===== src/hdl/cpu_pkg.sv =====
// Shared types for the five-stage core
// Word and register index types, opcode and ALU operation encodings
// Instruction views, pipeline register structs, forwarding selects
// Source register selection used by decode and execute
package cpu_pkg;

   typedef logic [31:0] word_t;
   typedef logic [4:0]  reg_idx_t;

   typedef enum logic [4:0] {
      OP_RTYPE = 5'b00000,
      OP_J     = 5'b00001,
      OP_BNE   = 5'b00010,
      OP_ADDI  = 5'b00101,
      OP_BLT   = 5'b00110,
      OP_SW    = 5'b00111,
      OP_LW    = 5'b01000
   } opcode_e;

   typedef enum logic [4:0] {
      ALU_ADD = 5'b00000,
      ALU_SUB = 5'b00001,
      ALU_AND = 5'b00010,
      ALU_OR  = 5'b00011,
      ALU_SLL = 5'b00100,
      ALU_SRA = 5'b00101
   } alu_op_e;

   typedef struct packed {
      opcode_e  opcode;
      reg_idx_t rd;
      reg_idx_t rs;
      reg_idx_t rt;
      logic [4:0] shamt;
      alu_op_e  alu_op;
      logic [1:0] zero;
   } r_fmt_t;

   typedef struct packed {
      opcode_e  opcode;
      reg_idx_t rd;
      reg_idx_t rs;
      logic signed [16:0] imm;
   } i_fmt_t;

   // Same word, two decodings; j target is i[26:0]
   typedef union packed {
      r_fmt_t r;
      i_fmt_t i;
   } instr_u;

   typedef struct packed {
      word_t  pc1;
      instr_u instr;
   } fd_reg_t;

   typedef struct packed {
      word_t    pc1;
      instr_u   instr;
      word_t    a;
      word_t    b;
      reg_idx_t rd;
      logic     we;
      logic     load;
   } dx_reg_t;

   typedef struct packed {
      word_t    alu;
      word_t    sdata;
      reg_idx_t rd;
      logic     we;
      logic     load;
      logic     store;
   } xm_reg_t;

   typedef struct packed {
      word_t    alu;
      word_t    ldata;
      reg_idx_t rd;
      logic     we;
      logic     load;
   } mw_reg_t;

   typedef enum logic [1:0] {
      FWD_REG = 2'b00,
      FWD_MEM = 2'b01,
      FWD_WB  = 2'b10
   } fwd_sel_e;

   // Operand A source; branches compare rd against rs
   function automatic reg_idx_t src_a(instr_u ins);
      case (ins.r.opcode)
         OP_RTYPE, OP_ADDI, OP_LW, OP_SW: src_a = ins.r.rs;
         OP_BNE, OP_BLT:                  src_a = ins.r.rd;
         default:                         src_a = '0;
      endcase
   endfunction

   // Operand B source; sw stores rd
   function automatic reg_idx_t src_b(instr_u ins);
      case (ins.r.opcode)
         OP_RTYPE:       src_b = ins.r.rt;
         OP_BNE, OP_BLT: src_b = ins.r.rs;
         OP_SW:          src_b = ins.r.rd;
         default:        src_b = '0;
      endcase
   endfunction

endpackage


===== src/hdl/fetch_stage.sv =====
// Fetch stage
// Program counter with redirect and stall
// Fetch/decode pipeline register
`timescale 1ns/1ps

module fetch_stage import cpu_pkg::*; #(
   parameter word_t RESET_PC = '0
) (
   input  logic    clk,
   input  logic    clr,
   input  logic    stall,
   input  logic    flush,
   input  logic    redirect,
   input  word_t   redirect_pc,
   input  word_t   imem_data,
   output word_t   imem_addr,
   output fd_reg_t fd
);

   word_t pc;
   word_t pc_plus1;

   assign pc_plus1  = pc + 32'd1;
   assign imem_addr = pc;

   always_ff @(posedge clk or posedge clr) begin
      if (clr) begin
         pc <= RESET_PC;
      end else if (redirect) begin
         pc <= redirect_pc;  // Taken branch or j from execute
      end else if (!stall) begin
         pc <= pc_plus1;
      end
   end

   always_ff @(posedge clk or posedge clr) begin
      if (clr) begin
         fd <= '0;
      end else if (flush) begin
         fd <= '0;  // Bubble, decodes as add r0
      end else if (!stall) begin
         fd.pc1   <= pc_plus1;
         fd.instr <= instr_u'(imem_data);
      end
   end

endmodule


===== src/hdl/reg_file.sv =====
// Register file
// 32 x 32 bit, two read ports, one write port
// Write data bypassed to same-cycle reads
`timescale 1ns/1ps

module reg_file import cpu_pkg::*; (
   input  logic     clk,
   input  logic     clr,
   input  logic     we,
   input  reg_idx_t waddr,
   input  reg_idx_t raddr_a,
   input  reg_idx_t raddr_b,
   input  word_t    wdata,
   output word_t    rdata_a,
   output word_t    rdata_b
);

   word_t regs [32];

   always_ff @(posedge clk or posedge clr) begin
      if (clr) begin
         for (int i = 0; i < 32; i++) regs[i] <= '0;
      end else if (we && waddr != '0) begin
         regs[waddr] <= wdata;
      end
   end

   // r0 is hardwired to zero
   assign rdata_a = (raddr_a == '0) ? '0 :
                    (we && waddr == raddr_a) ? wdata : regs[raddr_a];
   assign rdata_b = (raddr_b == '0) ? '0 :
                    (we && waddr == raddr_b) ? wdata : regs[raddr_b];

endmodule


===== src/hdl/decode_stage.sv =====
// Decode stage
// Register read addressing and control flags
// Decode/execute pipeline register
`timescale 1ns/1ps

module decode_stage import cpu_pkg::*; (
   input  logic     clk,
   input  logic     clr,
   input  logic     stall,
   input  logic     flush,
   input  fd_reg_t  fd,
   input  word_t    rdata_a,
   input  word_t    rdata_b,
   output reg_idx_t raddr_a,
   output reg_idx_t raddr_b,
   output dx_reg_t  dx
);

   logic wr_en;
   logic is_load;

   // Unused ports read r0 so they never trigger a stall
   assign raddr_a = src_a(fd.instr);
   assign raddr_b = src_b(fd.instr);

   always_comb begin
      wr_en   = 1'b0;
      is_load = 1'b0;
      case (fd.instr.r.opcode)
         OP_RTYPE, OP_ADDI: wr_en = 1'b1;
         OP_LW: begin
            wr_en   = 1'b1;
            is_load = 1'b1;
         end
         default: ;  // j, branches, sw write nothing
      endcase
   end

   always_ff @(posedge clk or posedge clr) begin
      if (clr) begin
         dx <= '0;
      end else if (flush || stall) begin
         dx <= '0;  // Bubble into execute
      end else begin
         dx.pc1   <= fd.pc1;
         dx.instr <= fd.instr;
         dx.a     <= rdata_a;
         dx.b     <= rdata_b;
         dx.rd    <= fd.instr.r.rd;
         dx.we    <= wr_en;
         dx.load  <= is_load;
      end
   end

endmodule


===== src/hdl/hazard_unit.sv =====
// Hazard unit
// Operand forwarding selects for execute
// Load-use stall detection
`timescale 1ns/1ps

module hazard_unit import cpu_pkg::*; (
   input  reg_idx_t rs_a,
   input  reg_idx_t rs_b,
   input  xm_reg_t  xm,
   input  mw_reg_t  mw,
   input  reg_idx_t dec_a,
   input  reg_idx_t dec_b,
   input  logic     dx_load,
   input  reg_idx_t dx_rd,
   output fwd_sel_e fwd_a,
   output fwd_sel_e fwd_b,
   output logic     stall
);

   // Memory stage is younger, so it wins over writeback
   function automatic fwd_sel_e pick(reg_idx_t src, xm_reg_t x, mw_reg_t w);
      if (src == '0)
         pick = FWD_REG;
      else if (x.we && x.rd == src)
         pick = FWD_MEM;
      else if (w.we && w.rd == src)
         pick = FWD_WB;
      else
         pick = FWD_REG;
   endfunction

   assign fwd_a = pick(rs_a, xm, mw);
   assign fwd_b = pick(rs_b, xm, mw);

   assign stall = dx_load && dx_rd != '0 && (dx_rd == dec_a || dx_rd == dec_b);

endmodule


===== src/hdl/execute_stage.sv =====
// Execute stage
// Forwarding muxes, immediate extension and ALU
// Branch and jump resolution with redirect
// Execute/memory pipeline register
`timescale 1ns/1ps

module execute_stage import cpu_pkg::*; (
   input  logic     clk,
   input  logic     clr,
   input  dx_reg_t  dx,
   input  fwd_sel_e fwd_a,
   input  fwd_sel_e fwd_b,
   input  word_t    wb_data,
   output xm_reg_t  xm,
   output logic     redirect,
   output logic     flush,
   output word_t    redirect_pc,
   output reg_idx_t rs_a,
   output reg_idx_t rs_b
);

   opcode_e opcode;
   alu_op_e op;
   word_t   opa;
   word_t   opb;
   word_t   imm;
   word_t   jtarget;
   word_t   alu_b;
   word_t   result;
   logic    use_imm;
   logic    taken;

   function automatic word_t fwd_mux(fwd_sel_e sel, word_t rf, word_t mem, word_t wb);
      case (sel)
         FWD_MEM: fwd_mux = mem;
         FWD_WB:  fwd_mux = wb;
         default: fwd_mux = rf;
      endcase
   endfunction

   assign opcode = dx.instr.r.opcode;
   assign rs_a   = src_a(dx.instr);
   assign rs_b   = src_b(dx.instr);

   assign opa = fwd_mux(fwd_a, dx.a, xm.alu, wb_data);
   assign opb = fwd_mux(fwd_b, dx.b, xm.alu, wb_data);

   assign imm     = {{15{dx.instr.i.imm[16]}}, dx.instr.i.imm};
   assign jtarget = {{5{dx.instr.i[26]}}, dx.instr.i[26:0]};
   assign use_imm = opcode == OP_ADDI || opcode == OP_LW || opcode == OP_SW;
   assign alu_b   = use_imm ? imm : opb;
   assign op      = (opcode == OP_RTYPE) ? dx.instr.r.alu_op : ALU_ADD;

   always_comb begin
      case (op)
         ALU_ADD: result = opa + alu_b;
         ALU_SUB: result = opa - alu_b;
         ALU_AND: result = opa & alu_b;
         ALU_OR:  result = opa | alu_b;
         ALU_SLL: result = opa << dx.instr.r.shamt;
         ALU_SRA: result = word_t'($signed(opa) >>> dx.instr.r.shamt);
         default: result = '0;
      endcase
   end

   // Branches compare rd (A) against rs (B)
   always_comb begin
      case (opcode)
         OP_BNE:  taken = opa != opb;
         OP_BLT:  taken = $signed(opa) < $signed(opb);
         OP_J:    taken = 1'b1;
         default: taken = 1'b0;
      endcase
   end

   assign redirect    = taken;
   assign flush       = taken;  // Kills fetch/decode and decode/execute
   assign redirect_pc = (opcode == OP_J) ? jtarget : dx.pc1 + imm;

   always_ff @(posedge clk or posedge clr) begin
      if (clr) begin
         xm <= '0;
      end else begin
         xm.alu   <= result;
         xm.sdata <= opb;  // Forwarded store data
         xm.rd    <= dx.rd;
         xm.we    <= dx.we;
         xm.load  <= dx.load;
         xm.store <= opcode == OP_SW;
      end
   end

endmodule


===== src/hdl/mem_wb_stage.sv =====
// Memory and writeback stages
// Data memory drive and memory/writeback register
// Writeback result select
`timescale 1ns/1ps

module mem_wb_stage import cpu_pkg::*; (
   input  logic     clk,
   input  logic     clr,
   input  xm_reg_t  xm,
   input  word_t    dmem_rdata,
   output word_t    dmem_addr,
   output word_t    dmem_wdata,
   output logic     dmem_wren,
   output mw_reg_t  mw,
   output logic     wb_we,
   output reg_idx_t wb_addr,
   output word_t    wb_data
);

   assign dmem_addr  = xm.alu;
   assign dmem_wdata = xm.sdata;
   assign dmem_wren  = xm.store;

   always_ff @(posedge clk or posedge clr) begin
      if (clr) begin
         mw <= '0;
      end else begin
         mw.alu   <= xm.alu;
         mw.ldata <= dmem_rdata;  // Combinational memory read
         mw.rd    <= xm.rd;
         mw.we    <= xm.we;
         mw.load  <= xm.load;
      end
   end

   assign wb_we   = mw.we;
   assign wb_addr = mw.rd;
   assign wb_data = mw.load ? mw.ldata : mw.alu;

endmodule


===== src/hdl/cpu_core.sv =====
// Five-stage pipelined core, top level
// Stage instances, register file and hazard unit
`timescale 1ns/1ps

module cpu_core import cpu_pkg::*; #(
   parameter word_t RESET_PC = '0
) (
   input  logic  clk,
   input  logic  clr,
   output word_t imem_addr,
   input  word_t imem_data,
   output word_t dmem_addr,
   output word_t dmem_wdata,
   output logic  dmem_wren,
   input  word_t dmem_rdata
);

   fd_reg_t  fd;
   dx_reg_t  dx;
   xm_reg_t  xm;
   mw_reg_t  mw;
   reg_idx_t raddr_a, raddr_b;
   word_t    rdata_a, rdata_b;
   reg_idx_t rs_a, rs_b;
   fwd_sel_e fwd_a, fwd_b;
   logic     stall, flush, redirect;
   word_t    redirect_pc;
   logic     wb_we;
   reg_idx_t wb_addr;
   word_t    wb_data;

   fetch_stage #(.RESET_PC(RESET_PC)) u_fetch (
      .clk, .clr, .stall, .flush, .redirect, .redirect_pc,
      .imem_data, .imem_addr, .fd
   );

   decode_stage u_decode (
      .clk, .clr, .stall, .flush, .fd, .rdata_a, .rdata_b,
      .raddr_a, .raddr_b, .dx
   );

   reg_file u_regs (
      .clk, .clr, .we(wb_we), .waddr(wb_addr), .raddr_a, .raddr_b,
      .wdata(wb_data), .rdata_a, .rdata_b
   );

   hazard_unit u_hazard (
      .rs_a, .rs_b, .xm, .mw, .dec_a(raddr_a), .dec_b(raddr_b),
      .dx_load(dx.load), .dx_rd(dx.rd), .fwd_a, .fwd_b, .stall
   );

   execute_stage u_execute (
      .clk, .clr, .dx, .fwd_a, .fwd_b, .wb_data, .xm,
      .redirect, .flush, .redirect_pc, .rs_a, .rs_b
   );

   mem_wb_stage u_mem_wb (
      .clk, .clr, .xm, .dmem_rdata, .dmem_addr, .dmem_wdata, .dmem_wren,
      .mw, .wb_we, .wb_addr, .wb_data
   );

endmodule


===== config.mk =====
export PLATFORM = sky130hd
export DESIGN_NAME = cpu_core
export DESIGN_NICKNAME = d
export VERILOG_FILES = /design/src/hdl/cpu_pkg.sv /design/src/hdl/fetch_stage.sv /design/src/hdl/reg_file.sv /design/src/hdl/decode_stage.sv /design/src/hdl/hazard_unit.sv /design/src/hdl/execute_stage.sv /design/src/hdl/mem_wb_stage.sv /design/src/hdl/cpu_core.sv
export SDC_FILE = /design/constraint.sdc
export NUM_CORES = 2
export LEC_CHECK = 0
export BUFFER_PORTS_ARGS = -buffer_cell sky130_fd_sc_hd__buf_2
export CAP_MARGIN = 5
export CORE_MARGIN = 1
export CORE_UTILIZATION = 30
export DETAILED_ROUTE_END_ITERATION = 7
export GPL_ROUTABILITY_DRIVEN = 0
export PLACE_DENSITY = 0.4
export SYNTH_ARGS = -nofsm -noshare
export SYNTH_HDL_FRONTEND = slang
export SYNTH_SLANG_ARGS = --single-unit

===== constraint.sdc =====
create_clock -name clk -period 91.9 [get_ports clk]
set_input_delay 18.38 -clock clk [delete_from_list [all_inputs] [get_ports clk]]
set_output_delay 18.38 -clock clk [all_outputs]
set_load 0.01 [all_outputs]

# --- Word level (Yosys, flattened, before mapping) ---
# Index checks and enable logic that the tools add are counted.
classes:
  add_sub_neg: 4
  mul: 0
  n_div: 0
  n_lt_le_gt_ge: 5
  n_eq_ne: 30
  n_shift: 2
  n_mux: 38
  bitwise_logic: 5
  reduce_logical: 28
op_table:
  columns: ["cell", "n"]
  rows:
  - ["1024-bit bitwise mux", 1]
  - ["32-bit two-way mux", 14]
  - ["32-bit binary-select mux with 5-bit select", 2]
  - ["32-bit case mux with 6 select lines", 1]
  - ["32-bit demux with 5-bit select", 1]
  - ["135-bit two-way mux", 1]
  - ["64-bit two-way mux", 2]
  - ["32-bit case mux with 2 select lines", 2]
  - ["32-bit adder", 2]
  - ["5-bit by 3-bit == test with 1-bit output, second input constant", 8]
  - ["5-bit == test", 8]
  - ["5-bit logical NOT", 7]
  - ["32-bit by 1-bit adder with 32-bit output, second input constant", 1]
  - ["32-bit AND", 1]
  - ["32-bit < comparator", 1]
  - ["32-bit != test", 1]
  - ["32-bit bitwise OR", 1]
  - ["32-bit by 5-bit << shifter with 32-bit output", 1]
  - ["32-bit by 5-bit >>> shifter with 32-bit output", 1]
  - ["32-bit subtractor", 1]
  - ["5-bit case mux with 3 select lines", 2]
  - ["5-bit by 2-bit == test with 1-bit output, second input constant", 4]
  - ["5-bit case mux with 2 select lines", 2]
  - ["6-bit greater-or-equal comparator, second input constant", 3]
  - ["other kinds (17)", 44]
totals:
  ff_bits: 1398
  latch_bits: 0
  ram_bits: 0
  mem_bits_ro: 0
  input_bits: 66
  output_inout_bits: 97
  wordCells: 165
  memories: 0

# --- Depth between registers and ports, before layout ---
logic_depth:
  ltp_word: 14
  depth_mapped: 33
  depth_no_buf: 30

# --- Modules after synthesis ---
# From an unflattened synthesis, not the netlist that was laid out.
hier_totals:
  hier_cells: 6632
  area_unflattened_um2: 80528.5
modules_own_cells:
  columns: ["mod", "n_inst", "cells_per_inst", "area_each_um2"]
  rows:
  - ["reg_file", 1, 3814, 55150.4]
  - ["execute_stage", 1, 1751, 12664.6]
  - ["fetch_stage", 1, 529, 5076.1]
  - ["decode_stage", 1, 305, 4383.0]
  - ["mem_wb_stage", 1, 179, 2857.7]
  - ["hazard_unit", 1, 54, 396.6]

# --- Worst setup path after synthesis ---
# Ideal clock, no wire load.
synth_timing:
  path_kind: "flip-flop to output port"
  startpoint: "register, netlist name u_execute.xm[48]"
  endpoint: "output port dmem_addr[8]"
  arrival_ns: 0.532
  required_ns: 73.520
  setup_slack_ns: 72.988
  path_stages_with_launch: 2
  cell_sequence: "dfrtp_1 > buf_4"
synth_rtl:
  columns: ["item", "line", "text"]
  rows:
  - ["end: declaration", "cpu_core.sv:12", "output word_t dmem_addr,"]
# No word-level cell between the ends.

==> impl_metrics.csv <==
group,metric,value,unit
final_layout,syn2layout_area_growth,11.79,%
synthesis,ys_seq_area_frac,0.4289,
synthesis,synth_area_leaders,"dfrtp_1, nand2_1, a211oi_1",
route,drt-vias-per-instance,5.858,
worst_setup_path,worstPathMaxFanout,111,
floorplan,start_util,0.3025,
worst_setup_path,path_class,"input port to asynchronous set/reset pin",
final_layout,fill_cells,27920,
power_and_ir_drop,clkPwrFrac,0.198,
power_and_ir_drop,switching_power,0.001825,W
power_and_ir_drop,pwr_density_cell,41.01,nW/um2
power_and_ir_drop,finalPower,0.003726,W
sta,drv_slew,0,
placement,dp_slack,68.36,ns
sta,setup_violations,0,
job,drv_cap,0,
worst_setup_path,required,92.75,ns
global_routing,grt_start_max_net_pins,146,
placement,dpl.hpwl,240000,um
floorplan,rows,190,
hold_path,hold_path.class,"flip-flop to flip-flop",
synthesis,synth_common_cells,"nand2_1, dfrtp_1, clkbuf_1, nor2_1, a21oi_1",
route,drt_iter0_markers,8385,
clocking,cts_buffer_depth,4,
global_routing,grt_pass1_wl,558700,um
final_layout,nNetsFinal,9515,
sta,relSlewSlack,0.1061,
clocking,cts-resized-gates,0,
synthesis,syn-num-nets,9966,
power_and_ir_drop,p_comb_frac,0.525,
route,num_vias,76370,
floorplan,die_x,522.5,um
sta,fin_ws,69.45,ns
floorplan,die_h,522.5,um
global_routing,overflow,0,
power_and_ir_drop,ir_drop,0.02257,mV
power_and_ir_drop,seq_power_share,0.278,
synthesis,synth_area_leader_cell,"dfrtp_1",
hold_path,whs_path_depth,0,
synthesis,synth-edff-count,0,
floorplan,ios,163,
clocking,clock_latency,0.89,ns
final_layout,drive_above_1_share,0.09898,
run_status,outcome,"finished clean",
floorplan,die_area,273000,um2
worst_setup_path,cp-start-kind,"input port",
clocking,post_cts.repair.setup_buffers,0,
worst_setup_path,startpoint,"clr",
floorplan,core,268600,um2
route,detail-route-antenna-nets,0,
synthesis,postSynthCellCount,9794,
synthesis,ys_types,104,
synthesis,ys_warn_count,0,
global_routing,grt_use_total,0.2815,
route,dr.pass1.iters,8,
synthesis,ys_ff_latch,1393,
route,routedWlPerCell,30.19,um
clocking,tritoncts,"done",
synthesis,async_flop_share,1.000,
sta,period_minus_slack,22.45,ns
final_layout,fin_util,0.3382,
synthesis,netlist.area_leader.share,0.4289,
placement,portBuffers,162,
worst_setup_path,r2r_cells,29,
power_and_ir_drop,power.leakage,38.96,nW
synthesis,syn_area,81270,um2
synthesis,ys.flop_type,"dfrtp_1",
power_and_ir_drop,internal-power,0.001901,W
global_routing,antenna_found_initial,21,
clocking,numCtsBuffers,183,
clocking,htree_levels,4,
sta,hold_viol,0,
clocking,cts_hold_buffers,0,
worst_setup_path,cp_data_arrival_time,23.30,ns
sta,min_period_over_period,0.2443,
worst_setup_path,critPathCaptureType,"asynchronous set/reset pin",
power_and_ir_drop,swShare,0.4897,
clocking,cts_root_buffer,"clkbuf_16",
sta,fin_setup_tns,0,ns
sta,clock_skew,0.05968,ns
route,drt-total-wl,393600,um
sta,worst_pin_slew,1.329,ns
sta,rsz0062_at_grt,"no",
clocking,cts.sinks,1393,
synthesis,syn-mean-instance-area,8.298,um2
sta,max_clock_freq,44.54,MHz
hold_path,min_from,"u_execute.xm[1]$_DFF_PP0_",
global_routing,grt_pass1_vias,72540,
route,drc,0,
worst_setup_path,r2r_start,"u_decode.dx[101]$_DFF_PP0_",
clocking,path_clk_slew,0.07,ns
synthesis,synth.most_common_cell,"nand2_1",
## cell usage in the layout, fill, tap and decap left out, types with 47 or more instances in the layout
| cell | count |
|---|---|
| nand2_1 | 2031 |
| dfrtp_1 | 1388 |
| nor2_1 | 735 |
| a21oi_1 | 686 |
| a211oi_1 | 652 |
| o21ai_0 | 647 |
| and3_1 | 442 |
| nand3_1 | 307 |
| a31oi_1 | 264 |
| buf_4 | 210 |
| clkbuf_16 | 186 |
| buf_2 | 162 |
| a311oi_1 | 133 |
| mux2i_1 | 110 |
| ha_1 | 103 |
| inv_1 | 98 |
| xnor2_1 | 92 |
| and2_1 | 84 |
| xor2_1 | 74 |
| o211ai_1 | 57 |
| clkbuf_8 | 52 |
| mux2_2 | 49 |
| mux4_2 | 47 |
## kinds of logic after synthesis
logic type	after synthesis	synth area share
fa+ha+maj	131	0.01958
xor+xnor	166	0.01789
compound gates	2858	0.2258
buf+inv	1125	0.05827
flops	1393	0.4289
simple gates	3865	0.2080
mux	256	0.04152
## worst max-delay path, stage by stage
cell and delay, ns:
buf_2 0.14, inv_8 0.53, buf_4 0.68, buf_4 0.80, buf_4 0.73, buf_4 0.85
buf_4 0.85
## flip-flops by register name, summed over array words and instances (netlist names)
name / count
u_regs.regs: 1024
u_decode.dx: 130
u_execute.xm: 72
u_mem_wb.mw: 65
u_fetch.fd: 64
u_fetch.imem_addr: 32
u_mem_wb.wb_addr: 5
u_mem_wb.wb_we: 1
## power by group through the flow
stage / combinational, W / sequential [W] / clock (W)
5_1_grt: 0.00209 / 0.00106 / 0.000774
2_1_floorplan: 0.00126 / 0.000964 / 0
3_5_place_dp: 0.00191 / 0.00104 / 0
3_3_place_gp: 0.00191 / 0.00103 / 0
4_1_cts: 0.00192 / 0.00103 / 0.000752
6_report: 0.00195 / 0.00103 / 0.000737
## worst paths after layout
path | to | slack, ns
worst max-delay path | u_regs.regs[879]$_DFFE_PP0P_ | 69.45
worst min-delay path | u_mem_wb.mw[0]$_DFF_PP0_ | 0.36
worst max register to register | u_execute.xm[66]$_DFF_PP0_ | 82.32
worst min register to register | u_mem_wb.mw[0]$_DFF_PP0_ | 0.36
max in group clk | dmem_addr[4] | 71.90
min in group asynchronous | u_decode.dx[31]$_DFF_PP0_ | 17.70
## through the flow
stage          hold slack, ns  instances  area (um2)
5_1_grt                0.3676      13030       90830
3_3_place_gp           0.3326      12710       84800
2_1_floorplan          0.3312       9794       81270
4_1_cts                0.3591      13030       90830
6_report               0.3626      13040       90850
3_5_place_dp           0.3358      12710       84800
## metal layers
metal  GRT usage  wire, um
met4      0.1005     14460
met3     0.04346     28880
met1      0.4001    178100
met2      0.4302    172100
met5           0        43
## final cells by class
class,count,area (um2),share of cell area
Antenna cell,7,17.52,0.0001928
Clock buffer,274,5505,0.06060
Clock inverter,45,525.5,0.005784
Inverter,107,409.1,0.004504
Multi-Input combinational cell,7276,42490,0.4677
Sequential cell,1393,34870,0.3838
Tap cell,3552,4444,0.04892
Timing Repair Buffer,382,2587,0.02848
(Power assumes the default switching activity.)
